**config.mk**
```make
export PLATFORM = sky130hd
export DESIGN_NAME = op_queue
export DESIGN_NICKNAME = d
export VERILOG_FILES = /design/src/hdl/op_queue.sv
export VERILOG_INCLUDE_DIRS = /design/src /design/src/common
export SDC_FILE = /design/constraint.sdc
export NUM_CORES = 1
export LEC_CHECK = 0
export BUFFER_PORTS_ARGS = -buffer_cell sky130_fd_sc_hd__buf_4
export CORE_MARGIN = 2
export CORE_UTILIZATION = 40
export DETAILED_ROUTE_END_ITERATION = 7
export GPL_ROUTABILITY_DRIVEN = 0
export PLACE_DENSITY_LB_ADDON = 0.08
export SLEW_MARGIN = 0
export SYNTH_ARGS = -nofsm -noshare
export SYNTH_HDL_FRONTEND = slang
export SYNTH_SLANG_ARGS = --single-unit
```
**constraint.sdc**
```tcl
create_clock -name clk -period 4.1 [get_ports clk]
set_input_delay 0.41 -clock clk [delete_from_list [all_inputs] [get_ports clk]]
set_output_delay 0.41 -clock clk [all_outputs]
set_load 0.01 [all_outputs]
```
**src/common/cpu_params.svh**
```systemverilog
`ifndef CPU_PARAMS_SVH
`define CPU_PARAMS_SVH

// Data path width
`define CPU_XLEN 32

`define CPU_NREGS 8

// Records between decoder and ALU
`define CPU_QUEUE_DEPTH 4

`endif

```
**src/hdl/op_queue.sv**
```systemverilog
`timescale 1ns/100ps
`include "cpu_params.svh"

module op_queue #(
	parameter type payload_t = logic,
	parameter int depth = `CPU_QUEUE_DEPTH
) (
	input logic clk,
	input logic reset,
	input logic push,
	input payload_t push_data,
	output logic full,
	input logic pop,
	output payload_t pop_data,
	output logic empty
);
	localparam int aw = (depth > 1) ? $clog2(depth) : 1;
	localparam int cw = $clog2(depth + 1);
	localparam logic [aw-1:0] last_ptr = aw'(depth - 1);
	localparam logic [cw-1:0] full_count = cw'(depth);

	payload_t mem [depth];
	logic [aw-1:0] wr_ptr;
	logic [aw-1:0] rd_ptr;
	logic [cw-1:0] count;
	logic do_push;
	logic do_pop;

	assign full = (count == full_count);
	assign empty = (count == '0);

	// A full queue still takes a push alongside a pop
	assign do_push = push & (~full | pop);
	assign do_pop = pop & ~empty;

	assign pop_data = mem[rd_ptr];

	always_ff @(posedge clk) begin
		if (!reset) begin
			wr_ptr <= '0;
			rd_ptr <= '0;
			count <= '0;
		end else begin
			if (do_push)
				wr_ptr <= (wr_ptr == last_ptr) ? '0 : wr_ptr + 1'b1;
			if (do_pop)
				rd_ptr <= (rd_ptr == last_ptr) ? '0 : rd_ptr + 1'b1;
			if (do_push && !do_pop)
				count <= count + 1'b1;
			else if (do_pop && !do_push)
				count <= count - 1'b1;
		end
	end

	always_ff @(posedge clk) begin
		if (do_push)
			mem[wr_ptr] <= push_data;
	end

endmodule

```
# Word level (Yosys, flattened, before mapping)
# Memories as Yosys holds them, arrays and structs flattened. A register that Yosys moved wholly into a read port is not among the register bits.
# Index checks and enable logic that the tools add are counted.
# W data, S select, Z words.
[word_totals]
regBits = 7
ramBits = 4
in_bits = 5
output_inout_bits = 3
memories = 1
[op_classes]
add_sub_neg = 4
eq_ne = 3
n_mux = 8
bitwise_logic = 5
n_reduce_logical = 6
[mem_list]
columns = ["name", "words", "word_bits", "read_ports", "rd_clocked_by_memory_dff", "wr", "line", "rtl"]
rows = [
  ["mem", 4, 1, 1, 1, 1, "op_queue.sv:22", "payload_t mem [depth];"],
]
[ops]
columns = ["cell", "n"]
rows = [
  ["$mux W2", 4],
  ["$mux W3", 2],
  ["$add A2 B1 Y2 const B", 2],
  ["$eq A2 B2 Y1 const B", 2],
  ["$add A3 B1 Y3 const B", 1],
  ["$eq A3 B3 Y1 const B", 1],
  ["$logic_not A3 Y1", 1],
  ["$sub A3 B1 Y3 const B", 1],
  ["$and A1 B1 Y1", 2],
  ["$logic_and A1 B1 Y1", 2],
  ["$logic_not A1 Y1", 2],
  ["$mux W1", 2],
  ["$not A1 Y1", 2],
  ["$reduce_bool A2 Y1", 1],
  ["$or A1 B1 Y1", 1],
]

# Depth between registers and ports, before layout
[depth]
word_depth = 8
mapped_depth = 8

# Worst setup path after synthesis
# No wires, ideal clock.
[synth_path]
path_type = "reg2reg"
from = "reg count[0]"
to = "reg count[2]"
arrival_ps = 1973
required_time_ps = 4024
path_slack_ps = 2051
path_stages_with_launch = 9
n_path_buf = 0
path_cell_list = "dfxtp_1 > nor3b_4 > a21boi_4 > ha_1 > inv_1 > fa_1 > xor2_1 > or3_1 > a21boi_0"
[synth_between]
elab_chain_cells = 7
elab_cells_between_ends = 16
classes_between = "add/sub: 2; eq/ne: 1; mux: 2; bitwise: 5; reduce/logical: 6"
[synth_rtl]
columns = ["item", "line", "rtl"]
rows = [
  ["from (decl)", "op_queue.sv:25", "logic [cw-1:0] count;"],
  ["from (signal assigned)", "op_queue.sv:49", "count <= count + 1'b1;"],
  ["from (signal assigned)", "op_queue.sv:51", "count <= count - 1'b1;"],
  ["$eq A3 B3 Y1 (*)", "op_queue.sv:29", "assign full = (count == full_count);"],
  ["net full", "op_queue.sv:12", "output logic full,"],
  ["$not A1 Y1 (*)", "op_queue.sv:33", "assign do_push = push & (~full | pop);"],
  ["$or A1 B1 Y1 (*)", "op_queue.sv:33", ""],
  ["$and A1 B1 Y1 (*)", "op_queue.sv:33", ""],
  ["net do_push", "op_queue.sv:26", "logic do_push;"],
  ["$logic_not A1 Y1", "op_queue.sv:50", "else if (do_pop && !do_push)"],
  ["$logic_and A1 B1 Y1", "op_queue.sv:50", ""],
  ["$reduce_bool A2 Y1 (no source line)", "n/a", ""],
]
# Mark *: on every way through the listed nets, which the timed path passes. The rest lies on a longest branch. The select of a mux whose other input is x is not followed.
# A chain may end at the register's enable or synchronous reset.

# Worst setup path after layout
[layout_path]
from = "reg count[0]"
to = "reg count[2]"
[layout_between]
elab_chain_cells = 7
elab_cells_between_ends = 16
classes_between = "add/sub: 2; eq/ne: 1; mux: 2; bitwise: 5; reduce/logical: 6"
[layout_rtl]
columns = ["item", "line"]
rows = [
  ["$eq A3 B3 Y1 (*)", "op_queue.sv:29"],
  ["$not A1 Y1 (*)", "op_queue.sv:33"],
  ["$or A1 B1 Y1 (*)", "op_queue.sv:33"],
  ["$and A1 B1 Y1 (*)", "op_queue.sv:33"],
  ["net do_push", "op_queue.sv:26"],
  ["$logic_not A1 Y1", "op_queue.sv:50"],
  ["$logic_and A1 B1 Y1", "op_queue.sv:50"],
  ["$reduce_bool A2 Y1 (no source line)", "n/a"],
]
# Marks and branches as above.

==> impl_metrics.json <==
{
  "grt_usage": 0.114,
  "dieWidth_um": 44.2,
  "synthSimpleGateAreaFrac": 0.167,
  "required_ns": 4.30,
  "critPathArrivalTime_ns": 2.38,
  "busiest_layer": "met1",
  "setup_viol_count_final": 0,
  "drt_pass1_iterations": 2,
  "min_from": "push_data",
  "cts_setup_buffers": 0,
  "hold_buffers": 0,
  "layout.nets": 79,
  "grt_remaining_overflow": 0,
  "syn_inst": 56,
  "start_kind": "register",
  "seq_area_um2": 300,
  "pre_cts_ws_ns": 1.92,
  "grtUsageMet2": 0.144,
  "cts_htree_levels": 1,
  "finalClockSkew_ns": 0.00105,
  "clk_latency_ns": 0.27,
  "postRouteAntennaNets": 0,
  "power.switching_mw": 0.151,
  "worst_pin_slew_ns": 0.358,
  "swShare": 0.339,
  "cts_tree": "yes",
  "final_common_cell": "dfxtp_1",
  "finalCritPeriodShare": 0.531,
  "seq_power_share": 0.450,
  "grtUsageMet1": 0.149,
  "finalCriticalPeriod_ns": 2.18,
  "p_clk_frac": 0.173,
  "area_delta_synth_final_pct": 14.7,
  "cts_buffers": 3,
  "grtUsageMet3": 0.0612,
  "cts_buffer_depth": 2,
  "diodes": 0,
  "syn_avg_cell_area_um2": 11.5,
  "r2r_start": "count[0]",
  "start_util": 0.429,
  "rsz0062_at_grt": "no",
  "synth_edf_count": 4,
  "criticalPathCategory": "reg -> reg",
  "synthesis.nets": 68,
  "dp_hpwl_um": 665,
  "io_buffers": 7,
  "cts_sinks": 13,
  "tns_ns": 0,
  "multi_input_area_um2": 327,
  "grt_pass1_wl_mm": 1.52,
  "synthDistinctLibCells": 22,
  "synth_adder_area_share": 0.147,
  "ys_seq_elements": 13,
  "wirelength_um": 863,
  "die_height_um": 44.2,
  "cellLeakagePower_nw": 0.316,
  "post_cts_resized": 0,
  "clkTransAtPathRegs_ns": 0.08,
  "synth-xor-area-share": 0.0271,
  "core_um2": 1510,
  "relSlewSlack": 0.760,
  "hold_viol_final": 0,
  "drt_iter0_drc": 1,
  "num_vias": 394,
  "synth_flop_cell": "dfxtp_1",
  "report.final.slew_viol_count": 0,
  "muxShareOfSynthArea": 0.0814,
  "endpoint_kind": "register",
  "fmax_mhz": 460,
  "drive_gt1_frac": 0.212,
  "fillers": 136,
  "worstHoldPathType": "in -> reg",
  "rows": 14,
  "grt_start_max_net_pins": 12,
  "netlist_area_um2": 646,
  "cts-root-buf": "clkbuf_4",
  "synth_compound_area_frac": 0.0833,
  "power.internal_mw": 0.295,
  "grt_pass1_vias": 331,
  "drc": 0,
  "synth_warnings": 0,
  "drv_cap": 0,
  "fp.dieArea_um2": 1950,
  "synth_top_family_by_area": "simple AND/OR/NAND/NOR gates",
  "peakVddDrop_mv": 0.358,
  "wl_per_cell_um": 10.5,
  "antenna_found_initial": 0,
  "ioPinCount": 8,
  "cp_max_fo": 7,
  "combinationalPowerShare": 0.376,
  "cp-startpoint": "count[0]",
  "yosysSeqAreaShare": 0.465,
  "hold_ws_ns": 0.343,
  "via_per_inst": 4.80,
  "async_flop_share": 0,
  "status": "complete, no violations",
  "fin_ws_ns": 1.92,
  "layout_common_cells": "dfxtp_1, buf_4, nand2_1, ha_1, and2_1",
  "power_density_nw_per_um2": 602
}
Yosys cell counts, types with 2 or more instances:
master	n	share of area
nand3_1	2	0.016
nor2_1	2	0.012
ha_1	6	0.12
o21ai_0	3	0.023
and2_1	5	0.048
mux2i_1	3	0.047
edfxtp_1	4	0.19
inv_1	4	0.023
dfxtp_1	9	0.28
nand2_1	6	0.035
routing by layer:
layer	vias to the layer above	part of all wire
li1	211	-
met1	176	0.51
met2	5	0.44
met3	2	0.035
met4	0	0.012
met5	-	0
path summary, 6_finish.rpt:
kind               endpoint  slack [ns]  cells after the start
setup / recovery   count[2]        1.92                      8
hold / removal       mem[2]        0.34                      1
setup reg to reg   count[2]        1.92                      8
hold reg to reg   wr_ptr[1]        0.50                      2
cell type report:
cell class                 count  area share
tap                           16      0.0270
timing repair buffer           7      0.0709
inverter                       4      0.0203
clock buffer                   4      0.0355
sequential                    13       0.405
multi-input combinational     38       0.441
cells by family after synthesis:
logic type      count (synthesis)
xor+xnor                        2
mux                             4
fa+ha+maj                       7
compound gates                  6
flops                          13
simple gates                   19
buf+inv                         5
per-stage QoR:
| stage | instance area, µm² | cells | total power [mW] | util |
|---|---|---|---|---|
| 6_report | 741 | 82 | 0.446 | 0.492 |
| 3_3_place_gp | 714 | 78 | 0.374 | 0.474 |
| 4_1_cts | 741 | 82 | 0.452 | 0.492 |
| 2_1_floorplan | 646 | 56 | 0.321 | - |
| 3_5_place_dp | 714 | 78 | 0.371 | 0.474 |
| 5_1_grt | 741 | 82 | 0.487 | 0.492 |
worst max-delay path, cell delays in order, from the launching register on:
cell and delay, ns:
dfxtp_1 0.49, nor3b_4 0.10, a21boi_4 0.26, ha_1 0.22, inv_1 0.06, fa_1 0.37
xor2_1 0.16, or3_1 0.30, a21boi_0 0.15
power by group through the flow:
stage          sequential, mW  combinational [mW]  clock (mW)
3_5_place_dp            0.205               0.166           0
4_1_cts                 0.202               0.169      0.0816
3_3_place_gp            0.204               0.169           0
6_report                0.201               0.168      0.0773
5_1_grt                 0.207               0.191      0.0885
2_1_floorplan           0.198               0.123           0
Power figures use the tool's default switching activity.
