**config.mk**
```make
export PLATFORM = sky130hd
export DESIGN_NAME = alu
export DESIGN_NICKNAME = d
export VERILOG_FILES = /design/src/common/cpu_pkg.sv /design/src/alu/alu.sv
export VERILOG_INCLUDE_DIRS = /design/src /design/src/common
export SDC_FILE = /design/constraint.sdc
export NUM_CORES = 2
export LEC_CHECK = 0
export ABC_AREA = 1
export BUFFER_PORTS_ARGS = -buffer_cell sky130_fd_sc_hd__buf_2
export CAP_MARGIN = 5
export CORE_MARGIN = 2
export CORE_UTILIZATION = 35
export CTS_CLUSTER_DIAMETER = 40
export CTS_CLUSTER_SIZE = 16
export DETAILED_ROUTE_END_ITERATION = 8
export SETUP_SLACK_MARGIN = 0.5
export SYNTH_ARGS = -nofsm -noshare
export SYNTH_HDL_FRONTEND = slang
export SYNTH_SLANG_ARGS = --single-unit
```
**constraint.sdc**
```tcl
create_clock -name clk -period 248.9 [get_ports clk]
set_input_delay 62.225 -clock clk [delete_from_list [all_inputs] [get_ports clk]]
set_output_delay 62.225 -clock clk [all_outputs]
set_load 0.005 [all_outputs]
```
**src/common/cpu_params.svh**
```systemverilog
`ifndef CPU_PARAMS_SVH
`define CPU_PARAMS_SVH

// Data path width
`define CPU_XLEN 32

`define CPU_NREGS 8

// Records between decoder and ALU
`define CPU_QUEUE_DEPTH 4

`endif

```
**src/common/cpu_pkg.sv**
```systemverilog
`include "cpu_params.svh"

package cpu_pkg;

	// Instruction word
	//   [31:29] opcode, [28:26] rs, [25:23] rt, [22:20] rd
	//   [5:0] func for TYPE_R, [15:0] imm for the I-type instructions
	//   Operand a from rs; operand b from rt for TYPE_R, else sign-extended imm
	//   BRFL tests the flag against imm[2:0]

	typedef logic [`CPU_XLEN-1:0] data_t;
	typedef logic [$clog2(`CPU_NREGS)-1:0] reg_idx_t;

	typedef enum logic [2:0] {
		ADDI   = 3'b000,
		SUBI   = 3'b001,
		TYPE_R = 3'b010,
		ANDI   = 3'b011,
		ORI    = 3'b100,
		BRFL   = 3'b101
	} opcode_e;

	typedef enum logic [5:0] {
		ADD = 6'b100000,
		SUB = 6'b100010,
		MUL = 6'b000010,
		DIV = 6'b000001,
		AND = 6'b100100,
		OR  = 6'b100101,
		NOT = 6'b100111,
		CMP = 6'b101010
	} func_e;

	// One entry per distinct ALU behavior
	typedef enum logic [3:0] {
		ALU_ADD,
		ALU_SUB,
		ALU_MUL,
		ALU_DIVU,
		ALU_AND,
		ALU_OR,
		ALU_NOT,
		ALU_CMP,
		ALU_BRFL
	} alu_op_e;

	typedef enum logic [2:0] {
		FLAG_NONE      = 3'd0,
		FLAG_EQUAL     = 3'd1,
		FLAG_EXCEPTION = 3'd2,
		FLAG_OVERFLOW  = 3'd3,
		FLAG_UNDERFLOW = 3'd4,
		FLAG_ABOVE     = 3'd5
	} flag_e;

	typedef struct packed {
		alu_op_e op;
		data_t a;
		data_t b;
		reg_idx_t rd;
		logic we;
	} issue_t;

endpackage

```
**src/alu/alu.sv**
```systemverilog
`timescale 1ns/100ps
`include "cpu_params.svh"

module alu (
	input logic clk,
	input logic reset,
	input logic empty,
	output logic pop,
	input cpu_pkg::issue_t pop_data,
	output logic wb_valid,
	output cpu_pkg::reg_idx_t wb_rd,
	output cpu_pkg::data_t wb_data,
	output logic retire_valid,
	output cpu_pkg::reg_idx_t retire_rd,
	output logic retire_we,
	output cpu_pkg::data_t retire_result,
	output cpu_pkg::flag_e retire_flag,
	output logic branch
);
	import cpu_pkg::*;

	data_t a;
	data_t b;
	data_t result;
	logic [2*`CPU_XLEN:0] wide;
	flag_e flag_q;
	flag_e flag_next;
	logic br_next;

	function automatic logic [2*`CPU_XLEN:0] sext(input data_t x);
		return {{(`CPU_XLEN+1){x[`CPU_XLEN-1]}}, x};
	endfunction

	// Sign bit against the bit above it
	function automatic flag_e sum_flag(input logic [2*`CPU_XLEN:0] sum);
		case ({sum[`CPU_XLEN], sum[`CPU_XLEN-1]})
			2'b01: return FLAG_OVERFLOW;
			2'b10: return FLAG_UNDERFLOW;
			default: return FLAG_NONE;
		endcase
	endfunction

	assign pop = ~empty;
	assign a = pop_data.a;
	assign b = pop_data.b;

	always_comb begin
		wide = '0;
		result = '0;
		flag_next = FLAG_NONE;
		br_next = 1'b0;
		case (pop_data.op)
			ALU_ADD: begin
				wide = sext(a) + sext(b);
				result = wide[`CPU_XLEN-1:0];
				flag_next = sum_flag(wide);
			end
			ALU_SUB: begin
				wide = sext(a) - sext(b);
				result = wide[`CPU_XLEN-1:0];
				flag_next = sum_flag(wide);
			end
			ALU_MUL: begin
				wide = {1'b0, {{`CPU_XLEN{1'b0}}, a} * {{`CPU_XLEN{1'b0}}, b}};
				result = wide[`CPU_XLEN-1:0];
				if (|wide[2*`CPU_XLEN-1:`CPU_XLEN])
					flag_next = FLAG_OVERFLOW;
			end
			ALU_DIVU: begin
				if (b == '0) begin
					result = '1;
					flag_next = FLAG_EXCEPTION;
				end else begin
					result = a / b;
				end
			end
			ALU_AND: result = a & b;
			ALU_OR: result = a | b;
			ALU_NOT: result = ~b;
			ALU_CMP: begin
				if (a == b)
					flag_next = FLAG_EQUAL;
				else if (a > b)
					flag_next = FLAG_ABOVE;
			end
			ALU_BRFL: begin
				result = a;
				flag_next = flag_q;
				br_next = (flag_q == flag_e'(b[2:0]));
			end
			default: flag_next = flag_q;
		endcase
	end

	always_ff @(posedge clk) begin
		if (!reset) begin
			retire_valid <= 1'b0;
			wb_valid <= 1'b0;
			branch <= 1'b0;
			flag_q <= FLAG_NONE;
		end else begin
			retire_valid <= pop;
			wb_valid <= pop & pop_data.we;
			branch <= pop & br_next;
			if (pop)
				flag_q <= flag_next;
		end
	end

	always_ff @(posedge clk) begin
		if (pop) begin
			retire_rd <= pop_data.rd;
			retire_we <= pop_data.we;
			retire_result <= result;
		end
	end

	// Writeback shares the retire registers
	assign wb_rd = retire_rd;
	assign wb_data = retire_result;
	assign retire_flag = flag_q;

endmodule

```
# Yosys cells after proc, flatten, opt, wreduce, memory -nomap -nowiden
# Index checks and enable logic that the tools add are counted.
[totals] register_bits=42 output_inout_bits=78 elab_cells=48
[classes] n_addsub=2 n_mul=1 div_mod_pow=1 magnitude_cmp=1 eq_ne=14 muxes=10 bitwise=6 reduce_logical=6
[ops] op="32-bit one-hot mux with 8 select lines" count=1
[ops] op="32-bit by 32-bit multiplier with 64-bit output" count=1
[ops] op="32-bit by 32-bit adder with 33-bit output" count=1
[ops] op="32-bit by 32-bit subtractor with 33-bit output" count=1
[ops] op="32-bit bitwise AND" count=1
[ops] op="32-bit by 32-bit divider with 32-bit output" count=1
[ops] op="32-bit == test" count=1
[ops] op="32-bit > comparator" count=1
[ops] op="32-bit zero test" count=1
[ops] op="32-bit two-way mux" count=1
[ops] op="32-bit NOT" count=1
[ops] op="32-bit OR" count=1
[ops] op="32-bit OR reduction" count=1
[ops] op="3-bit one-hot mux with 6 select lines" count=1
[ops] op="4-bit by 3-bit == test with 1-bit output (second input constant)" count=4
[ops] op="3-bit one-hot mux with 2 select lines" count=2
[ops] op="4-bit by 2-bit == test with 1-bit output (second input constant)" count=2
[ops] op="3-bit two-way mux" count=2
[ops] op="6-bit nonzero test" count=1
[ops] op="2-bit by 1-bit == test with 1-bit output (second input constant)" count=2
[ops] op="2-bit == test (second input constant)" count=2
[ops] op="4-bit by 1-bit == test with 1-bit output (second input constant)" count=1
[ops] op="4-bit == test (second input constant)" count=1
[ops] op="4-bit zero test" count=1
[ops] op="other kinds (7)" count=9

# Longest topological paths before layout
[depth] ltp_word=4 ltp_mapped=569 ltp_nobuf=555

# Worst setup path before layout
# Ideal clock, no wire load.
[synth_path] path_kind="input-to-reg" startpoint="input port pop_data[4] (netlist bit)" endpoint="register retire_result[0] (data pin)" setup_time_ns=0.263 arrival_ns=126.186 required_time_ns=248.637 setup_slack_ns=122.451 stages=548 n_path_buf=17 path_cell_list="clkbuf_1 buf_1 inv_1 ha_1 nand2_1 nor2_1 nand3_1 nor2_1 nand3_1 nand3_1 nand2_1 ha_1 inv_1 nor2_1 o21ai_0 inv_1 nand2_1 nand2_1 (+512 left out) nand2_1 a21oi_4 inv_1 clkbuf_1 nand2_1 o21ai_0 ha_1 a21oi_1 o21a_1 o221ai_1 a21oi_1 nor2_1 a211oi_1 o21bai_1 a41o_1 a41oi_1 o2111ai_1 a2111o_1"
[synth_between] elab_chain_len=3 word_cells_on_any_way=10 classes_between="2 x add/sub; 1 x mul; 1 x div; 2 x mux; 3 x bitwise; 1 x reduce/logical"
[synth_rtl] item="start: declaration" line_no="alu.sv:9" source="input cpu_pkg::issue_t pop_data,"
[synth_rtl] item="32-bit by 32-bit divider with 32-bit output / 32-bit zero test (equally long branches)" line_no="alu.sv:74, alu.sv:70"
[synth_rtl] item="32-bit two-way mux" line_no="alu.sv:70" source="if (b == '0) begin"
[synth_rtl] item="32-bit one-hot mux with 8 select lines (*)" line_no="alu.sv:52" source="case (pop_data.op)"
[synth_rtl] item="named net result[0]" line_no="alu.sv:24" source="data_t result;"
[synth_rtl] item="end signal: assignment" line_no="alu.sv:114" source="retire_result <= result;"
[synth_rtl] item="end: declaration" line_no="alu.sv:16" source="output cpu_pkg::data_t retire_result,"
# The timed path passes the listed nets; every way through them passes the cells marked *.
# A chain may end at the register's enable or synchronous reset.

# Worst setup path after layout
[layout_path] startpoint="input port pop_data[44] (netlist bit)" endpoint="register retire_result[0] (data pin)"
[layout_between] elab_chain_len=3
[layout_rtl] item="32-bit by 32-bit divider with 32-bit output" line_no="alu.sv:74" source="result = a / b;"
[layout_rtl] item="32-bit two-way mux" line_no="alu.sv:70"
[layout_rtl] item="32-bit one-hot mux with 8 select lines" line_no="alu.sv:52"
[layout_rtl] item="named net result[0]" line_no="alu.sv:24"
# The timed path passes the listed nets, and every way through them passes these cells.

==> flow_metrics.tcl <==
set metrics [dict create \
    route.vias.total 66452 \
    portBuffers 152 \
    grt_pass1_vias 67033 \
    ctsHoldBuffers 0 \
    cts_max_level 2 \
    setup_slack_ns 103.12 \
    async_reset_ff_share_pct 0 \
    syn_area_mm2 0.0695 \
    cts_root_buf "clkbuf_16" \
    yosysSeqAreaShare_pct 1.73 \
    required_ns 249.01 \
    antenna_left 0 \
    tns_ns 0 \
    postCtsSetupRepairBufs 0 \
    clock_latency_ns 0.36 \
    worst-endpoint-arrival_ns 145.89 \
    grt_antenna_before_repair 19 \
    core_area_mm2 0.197 \
    rsz0062_at_grt "false" \
    endpoint_kind "register" \
    vias_per_cell 5.21 \
    status "completed" \
    die_h_um 450 \
    finalHoldViolCount 0 \
    grtUsageTotal_pct 26.0 \
    grt_max_degree 41 \
    syn-num-nets 12066 \
    crit_top_cell "nand2_1" \
    cts_tree "yes" \
    drtIter0Drc 5321 \
    remaining_drc_errors 0 \
    synthToLayoutAreaGrowth_pct 4.61 \
    synth.distinct_cells 95 \
    syn_area_per_cell_um2 6.81 \
    path_clk_slew_ns 0.09 \
    drv_slew 0 \
    synth_edf_count 36 \
    ys_warn_count 0 \
    fin_nets 11954 \
    cts_buffer_depth 2 \
    synthCells 10203 \
    start_util_pct 35.2 \
    drt_pass1_iterations 6 \
    dp_slack_ns 103.27 \
    setup_viol_count_final 0 \
    fp.dieW_um 450 \
    grt-ovfl-total 0 \
    maxCapViolations 0 \
    tightest_slew_ns 1.12 \
    nFillCells 21108 \
    wirelength_um 266000 \
    row_count 163 \
    crit_slowest_cell "clkinv_1" \
    clock.fmax_mhz 6.86 \
    layout_min_cycle_time_ns 145.78 \
    dp_hpwl_um 212000 \
    cts_resized 0 \
    multiInputGateArea_mm2 0.0568 \
    dieArea_mm2 0.202 \
    drive_gt1_share_pct 6.72 \
    hold_class "register to register" \
    cts_inserted_buffers 5 \
    seq_area_mm2 0.00120 \
    place_congestion 1.04 \
    start_kind "input pin" \
    path_class "input pin to register" \
    slowest_delay_ns 0.85 \
    pin_count 153 \
    final_min_period_over_clock_period_pct 58.6 \
    crit_fanout 34 \
    ys_ff_latch 42 \
    clock_sinks 42 \
    wl_per_cell_um 20.9 \
    grt_pass1_wl_um 405000 \
    slew_headroom_pct 24.5 \
    synth_top_flop_cell "edfxtp_1" \
    skew_ns 0.0179 \
]
## kinds of logic after synthesis
family                   share of synthesized area, %
AND/OR/NAND/NOR                                  22.1
buffers and inverters                            16.6
adder cells (fa/ha/maj)                          41.9
AO/OA/AOI/OAI                                    12.0
XOR/XNOR                                         5.26
flip-flops                                       1.73
multiplexers                                    0.445
## cell usage in the layout, fill, tap and decap left out, drive strengths merged, types with 11 or more instances in the layout
cell     count
buf        293
mux2i       28
a211oi      30
o21a        22
o221ai      19
nor2       409
diode       11
nand3      356
nor3        76
a221oi      28
a21oi      634
a21boi      21
nand4       66
o21bai      51
o22ai       39
nor4        35
edfxtp      36
a21o        15
nand2     2560
o211ai      22
inv       2494
clkinv      13
o2111ai     18
ha         890
and2        19
o21ai      395
xnor2      143
or2         84
fa         898
a31oi       42
xor2       274
o31ai       17
## Yosys cell counts (17+ instances only)
master	count	area, µm²
nand2_1	2501	9390
inv_1	2444	9170
fa_1	898	18000
ha_1	890	11100
a21oi_1	583	2920
nor2_1	386	1450
nand3_1	302	1510
xor2_1	274	2400
o21ai_0	263	1320
clkbuf_1	261	980
xnor2_1	143	1250
o21ai_1	93	465
nor3_1	74	370
nand4_1	66	413
or2_2	65	407
buf_4	54	405
inv_2	54	203
nand2_2	54	338
nand3_2	52	521
a21oi_2	49	429
o21bai_1	41	308
a31oi_1	40	250
o21ai_2	39	342
o22ai_1	39	244
edfxtp_1	36	1080
buf_2	35	175
nor4_1	35	219
a211oi_1	29	218
a221oi_1	28	245
buf_1	25	93.8
mux2i_1	25	250
o21a_1	22	165
o211ai_1	21	158
and2_1	19	119
o221ai_1	19	166
or2_1	19	119
o2111ai_1	18	158
buf_6	17	191
o31ai_1	17	128
## per-layer routing
layer	vias to the layer above	part of all wire (%)	global-route usage (%)
li1	30964	-	-
met1	32228	39	31.9
met2	2567	47	43.7
met3	685	7.1	3.12
met4	8	7.2	15.6
met5	-	0.019	0
## flip-flops by register name (all words and copies together) (netlist names)
signal,flops
retire_rd,3
retire_valid,1
retire_flag,3
wb_valid,1
branch,1
retire_we,1
retire_result,32
## layout make-up
type | count | share of cell area, %
antenna | 11 | 0.0379
clock buffer | 6 | 0.177
clock inverter | 2 | 0.0172
inverter | 2505 | 12.9
multi-input combinational | 7244 | 78.1
sequential | 42 | 1.65
tap | 2640 | 4.54
timing repair buffer | 293 | 2.51
## stage by stage
step | cell area, µm² | util, % | instances | hold slack (ns)
global route | 72700 | 36.8 | 12740 | 0.596
CTS | 72600 | 36.8 | 12731 | 0.577
detailed placement | 72500 | 36.8 | 12723 | 0.552
floorplan | 69500 | - | 10203 | 0.531
global placement | 72500 | 36.8 | 12722 | 0.555
finish | 72700 | 36.9 | 12743 | 0.574
## path summary, 6_finish.rpt
kind,startpoint,slack (ns),endpoint,cells past startpoint
setup / recovery,pop_data[44],103.12,retire_result[0],535
hold / removal,retire_flag[2],0.57,retire_flag[2],2
setup reg to reg,retire_flag[1],248.12,branch,3
hold reg to reg,retire_flag[2],0.57,retire_flag[2],2
## critical path, delay by kind of cell
family                   cells  cell delay [ns]
AND/OR/NAND/NOR            250            30.15
AO/OA/AOI/OAI              169            30.03
adder cells (fa/ha/maj)     31             9.68
buffers and inverters       84            13.39
XOR/XNOR                     1             0.09
Power is not shown: default switching activity piles up to over one toggle a cycle in this logic, so the estimate is an artifact.
