$ cat config.mk
export PLATFORM = sky130hd
export DESIGN_NAME = inst_decoder
export DESIGN_NICKNAME = d
export VERILOG_FILES = /design/src/common/cpu_pkg.sv /design/src/hdl/inst_decoder.sv
export VERILOG_INCLUDE_DIRS = /design/src /design/src/common
export SDC_FILE = /design/constraint.sdc
export NUM_CORES = 1
export LEC_CHECK = 0
export BUFFER_PORTS_ARGS = -buffer_cell sky130_fd_sc_hd__buf_2
export CAP_MARGIN = 20
export CORE_ASPECT_RATIO = 0.5
export CORE_MARGIN = 2
export CORE_UTILIZATION = 64
export DETAILED_ROUTE_END_ITERATION = 10
export PLACE_DENSITY = 0.86
export SLEW_MARGIN = 20
export SYNTH_ARGS = -nofsm -noshare
export SYNTH_HDL_FRONTEND = slang
export SYNTH_SLANG_ARGS = --single-unit
$ cat constraint.sdc
create_clock -name clk -period 8.4 [get_ports clk]
set_input_delay 0.42 -clock clk [delete_from_list [all_inputs] [get_ports clk]]
set_output_delay 0.42 -clock clk [all_outputs]
set_load 0.01 [all_outputs]
$ cat src/common/cpu_params.svh
`ifndef CPU_PARAMS_SVH
`define CPU_PARAMS_SVH

// Data path width
`define CPU_XLEN 32

`define CPU_NREGS 8

// Records between decoder and ALU
`define CPU_QUEUE_DEPTH 4

`endif

$ cat src/common/cpu_pkg.sv
`include "cpu_params.svh"

package cpu_pkg;

	// Instruction word
	//   [31:29] opcode, [28:26] rs, [25:23] rt, [22:20] rd
	//   [5:0] func for TYPE_R, [15:0] imm for the I-type instructions
	//   Operand a from rs; operand b from rt for TYPE_R, else sign-extended imm
	//   BRFL tests the flag against imm[2:0]

	typedef logic [`CPU_XLEN-1:0] data_t;
	typedef logic [$clog2(`CPU_NREGS)-1:0] reg_idx_t;

	typedef enum logic [2:0] {
		ADDI   = 3'b000,
		SUBI   = 3'b001,
		TYPE_R = 3'b010,
		ANDI   = 3'b011,
		ORI    = 3'b100,
		BRFL   = 3'b101
	} opcode_e;

	typedef enum logic [5:0] {
		ADD = 6'b100000,
		SUB = 6'b100010,
		MUL = 6'b000010,
		DIV = 6'b000001,
		AND = 6'b100100,
		OR  = 6'b100101,
		NOT = 6'b100111,
		CMP = 6'b101010
	} func_e;

	// One entry per distinct ALU behavior
	typedef enum logic [3:0] {
		ALU_ADD,
		ALU_SUB,
		ALU_MUL,
		ALU_DIVU,
		ALU_AND,
		ALU_OR,
		ALU_NOT,
		ALU_CMP,
		ALU_BRFL
	} alu_op_e;

	typedef enum logic [2:0] {
		FLAG_NONE      = 3'd0,
		FLAG_EQUAL     = 3'd1,
		FLAG_EXCEPTION = 3'd2,
		FLAG_OVERFLOW  = 3'd3,
		FLAG_UNDERFLOW = 3'd4,
		FLAG_ABOVE     = 3'd5
	} flag_e;

	typedef struct packed {
		alu_op_e op;
		data_t a;
		data_t b;
		reg_idx_t rd;
		logic we;
	} issue_t;

endpackage

$ cat src/hdl/inst_decoder.sv
`timescale 1ns/100ps
`include "cpu_params.svh"

module inst_decoder (
	input logic clk,
	input logic reset,
	input logic instr_valid,
	input logic [31:0] instr,
	output logic busy,
	output logic push,
	output cpu_pkg::issue_t push_data,
	input logic full,
	input logic wb_valid,
	input cpu_pkg::reg_idx_t wb_rd,
	input cpu_pkg::data_t wb_data
);
	import cpu_pkg::*;

	opcode_e opcode;
	func_e func;
	reg_idx_t rs;
	reg_idx_t rt;
	reg_idx_t rd;
	data_t imm_ext;
	data_t rs_data;
	data_t rt_data;
	data_t regs [`CPU_NREGS];
	logic [`CPU_NREGS-1:0] pending;
	alu_op_e op;
	logic legal;
	logic use_rt;
	logic we;
	logic hazard;
	logic accept;
	logic issue_valid;

	assign opcode = opcode_e'(instr[31:29]);
	assign func = func_e'(instr[5:0]);
	assign rs = instr[28:26];
	assign rt = instr[25:23];
	assign rd = instr[22:20];
	assign imm_ext = {{(`CPU_XLEN-16){instr[15]}}, instr[15:0]};

	always_comb begin
		op = ALU_OR;
		legal = 1'b1;
		case (opcode)
			ADDI: op = ALU_ADD;
			SUBI: op = ALU_SUB;
			ANDI: op = ALU_AND;
			ORI: op = ALU_OR;
			BRFL: op = ALU_BRFL;
			TYPE_R: begin
				case (func)
					ADD: op = ALU_ADD;
					SUB: op = ALU_SUB;
					MUL: op = ALU_MUL;
					DIV: op = ALU_DIVU;
					AND: op = ALU_AND;
					OR: op = ALU_OR;
					NOT: op = ALU_NOT;
					CMP: op = ALU_CMP;
					default: legal = 1'b0;
				endcase
			end
			default: legal = 1'b0;
		endcase
	end

	// Undefined codes go down as an OR that writes nothing
	assign use_rt = (opcode == TYPE_R);
	assign we = legal && op != ALU_CMP && op != ALU_BRFL;

	assign rs_data = (rs == '0) ? '0 : regs[rs];
	assign rt_data = (rt == '0) ? '0 : regs[rt];

	// Stall on any register still waiting for its writeback
	assign hazard = pending[rs] | (use_rt & pending[rt]) | (we & pending[rd]);
	assign busy = hazard | full;
	assign accept = instr_valid & ~busy;

	assign push = issue_valid & ~full;

	always_ff @(posedge clk) begin
		if (!reset) begin
			issue_valid <= 1'b0;
			pending <= '0;
		end else begin
			if (accept)
				issue_valid <= 1'b1;
			else if (push)
				issue_valid <= 1'b0;
			if (wb_valid)
				pending[wb_rd] <= 1'b0;
			if (accept && we && rd != '0)
				pending[rd] <= 1'b1;
		end
	end

	always_ff @(posedge clk) begin
		if (accept)
			push_data <= '{op: op, a: rs_data, b: use_rt ? rt_data : imm_ext, rd: rd, we: we};
	end

	// r0 is never written
	always_ff @(posedge clk) begin
		if (!reset) begin
			for (int i = 0; i < `CPU_NREGS; i++)
				regs[i] <= '0;
		end else if (wb_valid && wb_rd != '0) begin
			regs[wb_rd] <= wb_data;
		end
	end

endmodule

* Word level (Yosys, flattened, before mapping)
Memories as Yosys holds them, arrays and structs flattened. A register that Yosys moved wholly into a read port is not among the register bits.
Index checks and enable logic that the tools add are counted.
** Cells by class
- Magnitude comparators :: 6
- Equality and inequality tests :: 15
- Multiplexer cells :: 28
- Bitwise logic cells :: 12
- Reductions and logical operators :: 16
** Operators with widths (count)
- $mux 32 :: 3
- $eq 6x6->1 const B :: 6
- $reduce_or 32->1 :: 1
- $mux 8 :: 3
- $pmux 3 s7 :: 1
- $pmux 4 s5 :: 1
- $lt 3x4->1 const B :: 4
- $mux 1 :: 13
- $bmux 1 s3 :: 3
- $logic_not 3->1 :: 3
- $and 8x8->8 :: 1
- $not 8->8 :: 1
- $or 8x8->8 :: 1
- $reduce_or 8->1 :: 1
- $logic_and 1x1->1 :: 7
- $demux 1 s3 :: 2
- $eq 3x2->1 const B :: 2
- $eq 3x3->1 const B :: 2
- $eq 6x1->1 const B :: 1
- $eq 6x2->1 const B :: 1
- $ge 3x1->1 const B :: 2
- $reduce_bool 3->1 :: 2
- $reduce_or 5->1 :: 1
- $and 1x1->1 :: 4
- 8 further kinds :: 11
** Storage, ports and cells
- Register bits after elaboration :: 49
- Memory bits (writable) :: 256
- Bits of input ports :: 72
- Output and inout bits :: 74
- Logic and storage cells :: 84
- Memories :: 1
** Memories
- regs :: words 8, width 32, read ports 2, clocked after Yosys merged registers in 1, wr ports 8, RTL line inst_decoder.sv:27 : data_t regs [`CPU_NREGS];

* Depth between registers and ports, before layout
- Depth after elaboration :: 14
- Mapped depth :: 7
- Mapped depth without buffers :: 6

* Least setup slack after synthesis
No wires, ideal clock.
- Path type :: input to register
- Start point :: in instr[2]
- End point :: reg push_data[0] in the netlist's numbering, enable pin
- Library setup time :: 0.438 ns
- Arrival :: 3.523 ns
- Data required time :: 7.962 ns
- Path slack :: 4.440 ns
- Stages on the path :: 7
- Path buffers :: 1
- Path through :: buf_4 > or4b_4 > a31oi_1 > o21ai_1 > or3_4 > nand3_1 > and2_1
** Between the ends
- Longest elaborated chain between the ends :: 11
- Elaborated cells between the ends (all ways) :: 22
- Classes of those cells :: eq/ne (10); mux (4); bitwise (5); reduce/logical (3)
** RTL lines
- start: declaration :: RTL line inst_decoder.sv:8 : input logic [31:0] instr,
- $eq 6x6->1, or another cell as far along :: RTL line inst_decoder.sv:54 : case (func)
- $pmux 3 s7 / $reduce_or 8->1 (equally long branches)
- $pmux 4 s5 / $mux 1 (equally long branches) :: RTL line inst_decoder.sv:47, inst_decoder.sv:54
- $ne 4x3->1 / $pmux 1 s2 (equally long branches) :: RTL line inst_decoder.sv:72, inst_decoder.sv:47
- $logic_and 1x1->1 :: RTL line inst_decoder.sv:72 : assign we = legal && op != ALU_CMP && op != ALU_BRFL;
- $logic_and 1x1->1 * :: RTL line inst_decoder.sv:72
- $and 1x1->1 * :: RTL line inst_decoder.sv:78 : assign hazard = pending[rs] | (use_rt & pending[rt]) | (we & pending[rd]);
- $or 1x1->1 * :: RTL line inst_decoder.sv:78
- $or 1x1->1 * :: RTL line inst_decoder.sv:79 : assign busy = hazard | full;
- $not 1->1 * :: RTL line inst_decoder.sv:80 : assign accept = instr_valid & ~busy;
- $and 1x1->1 * :: RTL line inst_decoder.sv:80
- via accept :: RTL line inst_decoder.sv:34 : logic accept;
- end signal: assignment :: RTL line inst_decoder.sv:102 : push_data <= '{op: op, a: rs_data, b: use_rt ? rt_data : imm_ext, rd: rd, we: we};
- end: declaration :: RTL line inst_decoder.sv:11 : output cpu_pkg::issue_t push_data,
The timed path passes the listed nets; every way through them passes the cells marked *.
A chain may end at the register's enable or synchronous reset.

* Worst setup path in the final report
- Start point :: in instr[23]
- End point :: reg push_data[35] in the netlist's numbering, enable pin
** Between the ends
- Longest elaborated chain between the ends :: 8
** RTL lines (RTL line)
- $bmux 1 s3 :: inst_decoder.sv:78
- $mux 1 (implied by the code) :: inst_decoder.sv:78
- $and 1x1->1 :: inst_decoder.sv:78
- $or 1x1->1 (2 in series) :: inst_decoder.sv:78
- $or 1x1->1 :: inst_decoder.sv:79
- $not 1->1 :: inst_decoder.sv:80
- $and 1x1->1 :: inst_decoder.sv:80
- via accept :: inst_decoder.sv:34
The timed path passes the listed nets, and every way through them passes these cells. The select of a mux whose other input is x is not followed.

==> key figures <==
Floorplan
  • Io pins: 146
  • Die extent in y: 112.7 um
  • Initial cell density of the core: 65.80%
  • Width of the die: 221.4 um
  • Die footprint: 24,950 um2
  • Site row count: 39
  • Core outline area: 22,980 um2

Cells and area
  • FILL cells: 1,398
  • Area occupied by registers: 9069 um2
  • Number of standard cells in the layout, taps in and fillers out: 1,541
  • Utilization after layout: 73.83%
  • Share of post-route cells with drive strength above 1: 30.59%
  • Number of nets in the final layout: 1,280
  • Synthesis-to-layout area growth: 12.20%
  • Multi-input logic area: 5759 um2

Power
  • IR Drop Worst-Case VDD: 0.1416 mV
  • Leakage: 0.006094 uW
  • Power per Cell Area: 200.8 nW/um2

Clock tree
  • Clock insertion delay at the later pin of the skew report: 0.56 ns
  • Clock transition at the register clock pins on the worst setup and hold paths after CTS: 0.06 ns
  • Clock tree from TritonCTS: done
  • # Post-CTS Setup Buffers: 0
  • CTS Root Buffer Type: sky130_fd_sc_hd__clkbuf_16
  • Max clock buf depth: 3
  • Sink count of the clock tree: 305
  • Number of gates resized after cts: 0
  • Number of buffers created by CTS: 27
  • Hold buffers post-CTS: 0
  • Maximum level of the CTS H-tree: 1

STA
  • Final-report max-slew violation count: 0
  • Setup TNS after final layout: 0 ns
  • Number of hold violations in the final report: 0
  • Worst slew margin: 26.21%
  • Crit share post-route: 36.39%
  • Max Clk Rate: 0.3272 GHz
  • Least-Margin Pin Slew: 1.107 ns
  • Min Tclk post-route: 3.057 ns
  • Max Clock Skew: 0.01999 ns
  • Number of endpoints failing setup at the final stage: 0
  • Unrepaired setup endpoints after global routing: false

Placement
  • Number of placed instances with taps included: 1,486
  • Hpwl dp: 21.82 mm
  • Count of input and output buffers: 141
  • Final Wtd Congestion: 0.8390

Worst setup path
  • Type of origin of the critical path: input port
  • Most repeated library cell on the critical path: sky130_fd_sc_hd__and2_4
  • Maximum fanout count along the critical path: 72
  • Max incr delay on CP: 0.89 ns
  • Critical path start-end classification: in -> reg
  • Number of buffer and inverter instances along the worst setup path: 1
  • FF-to-FF path depth: 5
  • CP max-delay cell: sky130_fd_sc_hd__and2_4
  • Cell breakdown of the critical path: buf_4 -> mux4_2 -> mux2_2 -> a211oi_2 -> and2_4 -> and2_4
  • CP Data Arrival Time: 3.22 ns
  • Nature of the critical path endpoint: flop
  • Dominant delay contributor by cell family on the critical path: simple AND/OR/NAND/NOR gates
  • Data required time at the worst endpoint: 8.56 ns
  • Depth of the critical timing path with buffers and inverters included: 6

Global routing
  • Largest net degree at the start of global routing: 73
  • Grt total ovfl: 0
  • Total global-route track usage: 31.73%
  • Number of global-route vias before repair: 10,650
  • First-pass GRT wire length: 59.62 mm
  • Antenna violations before repair: 4

Routing
  • Count of antenna-violating nets left after detailed routing: 0
  • Initial DRT Pass Iterations: 5
  • Via count: 10,360
  • Via density per instance: 6.722
  • Starting DRC count in detailed routing: 1,542
  • Total wirelength of the detailed-routed design: 39.55 mm
  • Wire per inst: 25.67 um
  • Post-detailed-route DRC marker count: 0

Logic synthesis
  • Synthesized Nets: 1,179
  • Number of enable-type register cells in the synthesized netlist: 296
  • Most used flip-flop cell after synthesis: sky130_fd_sc_hd__edfxtp_1
  • Post-synth cell types: 50
  • Warnings from Yosys: 0
  • Sequential area share after synthesis: 59.97%
  • Leading cell type by number of instances after synthesis: sky130_fd_sc_hd__edfxtp_1
  • Syn Std Cell Area: 15,120 um2
  • Synthesized flop and latch total: 305
  • Cell accounting for the most synthesized area: sky130_fd_sc_hd__edfxtp_1
  • Most common library cells after synthesis: sky130_fd_sc_hd__edfxtp_1 (296), sky130_fd_sc_hd__and2_1 (225), sky130_fd_sc_hd__mux2_2 (89), sky130_fd_sc_hd__clkbuf_1 (64), sky130_fd_sc_hd__o21ai_0 (61)
  • Share of Yosys cell area claimed by the top area cell type: 58.78%
  • Synthesized instance count: 1,107
  • Most area-consuming cells after synthesis: sky130_fd_sc_hd__edfxtp_1 (59%), sky130_fd_sc_hd__and2_1 (9.3%), sky130_fd_sc_hd__mux4_2 (8.3%)
  • Fraction of registers with async set or reset after synthesis: 0%
  • Mapped Avg Cell Area: 13.66 um2

Job
  • Number of max-capacitance violations reported: 0

Hold path
  • Hold Path Depth: 3
  • Worst hold-check path type: in -> reg

Outcome
  • Run status: finished, final reports clean
==> registers in the layout (all words and copies together) (netlist names) <==
name         cells
regs           224
push_data       72
pending          8
issue_valid      1
==> per-stage QoR <==
stage	area [um2]	worst slack [ns]	total power, uW	hold slack (ns)
2_1_floorplan	15120	4.440	2081	0.4470
3_3_place_gp	16120	4.898	2204	0.4875
3_5_place_dp	16120	4.817	2226	0.4984
4_1_cts	16960	5.365	3397	0.1386
5_1_grt	16960	5.212	3503	0.1627
6_report	16970	5.343	3408	0.1483
==> cells by family after synthesis <==
family          share of synthesized area [%]
mux                                     15.10
simple gates                            13.62
buf+inv                                 2.863
compound gates                          8.448
flops                                   59.97
==> cell usage in the layout, fill, tap and decap left out, types with 26 or more instances in the layout <==
cell,Yosys,final
sky130_fd_sc_hd__edfxtp_1,296,296
sky130_fd_sc_hd__nor2_1,32,26
sky130_fd_sc_hd__mux4_2,56,56
sky130_fd_sc_hd__nand2_1,56,56
sky130_fd_sc_hd__a22oi_1,51,51
sky130_fd_sc_hd__mux2_2,89,89
sky130_fd_sc_hd__buf_2,6,139
sky130_fd_sc_hd__a21oi_1,27,27
sky130_fd_sc_hd__and2_1,225,224
sky130_fd_sc_hd__clkbuf_16,0,27
sky130_fd_sc_hd__o21ai_0,61,55
==> routing by layer <==
| metal | up-vias | GRT usage, % | part of all wire [%] |
|---|---|---|---|
| met1 | 5097 | 41.98 | 37 |
| met5 | - | 0 | 0 |
| met3 | 124 | 6.751 | 12 |
| met2 | 752 | 51.31 | 48 |
| li1 | 4385 | - | - |
| met4 | 0 | 15.17 | 3.4 |
==> path summary, 6_finish.rpt <==
path         startpoint       endpoint  slack [ns]
max           instr[23]  push_data[35]        5.34
min reg2reg  pending[1]     pending[1]        0.51
max reg2reg  pending[0]  push_data[35]        5.50
min           instr[13]  push_data[17]        0.15
==> layout make-up <==
| class | count | area share [%] |
|---|---|---|
| clock buffers | 38 | 4.402 |
| diodes | 5 | 0.07374 |
| clock inverters | 12 | 0.5088 |
| well taps | 307 | 2.264 |
| repair buffers | 159 | 4.985 |
| flip-flops and latches | 305 | 53.45 |
| inverters | 17 | 0.3761 |
| multi-input cells | 698 | 33.94 |
==> worst reg2reg max path: stages (launching register included) <==
cell                       delay, ns
sky130_fd_sc_hd__dfxtp_1        0.37
sky130_fd_sc_hd__mux4_2         0.46
sky130_fd_sc_hd__mux2_2         0.29
sky130_fd_sc_hd__a211oi_2       0.26
sky130_fd_sc_hd__and2_4         0.21
sky130_fd_sc_hd__and2_4         0.89
==> report_power, final <==
part / total, uW / switching (uW) / internal (uW)
sequential: 1820 / 46.1 / 1780
combinational: 387 / 230 / 157
clock: 1200 / 548 / 652
Power figures use the tool's default switching activity.
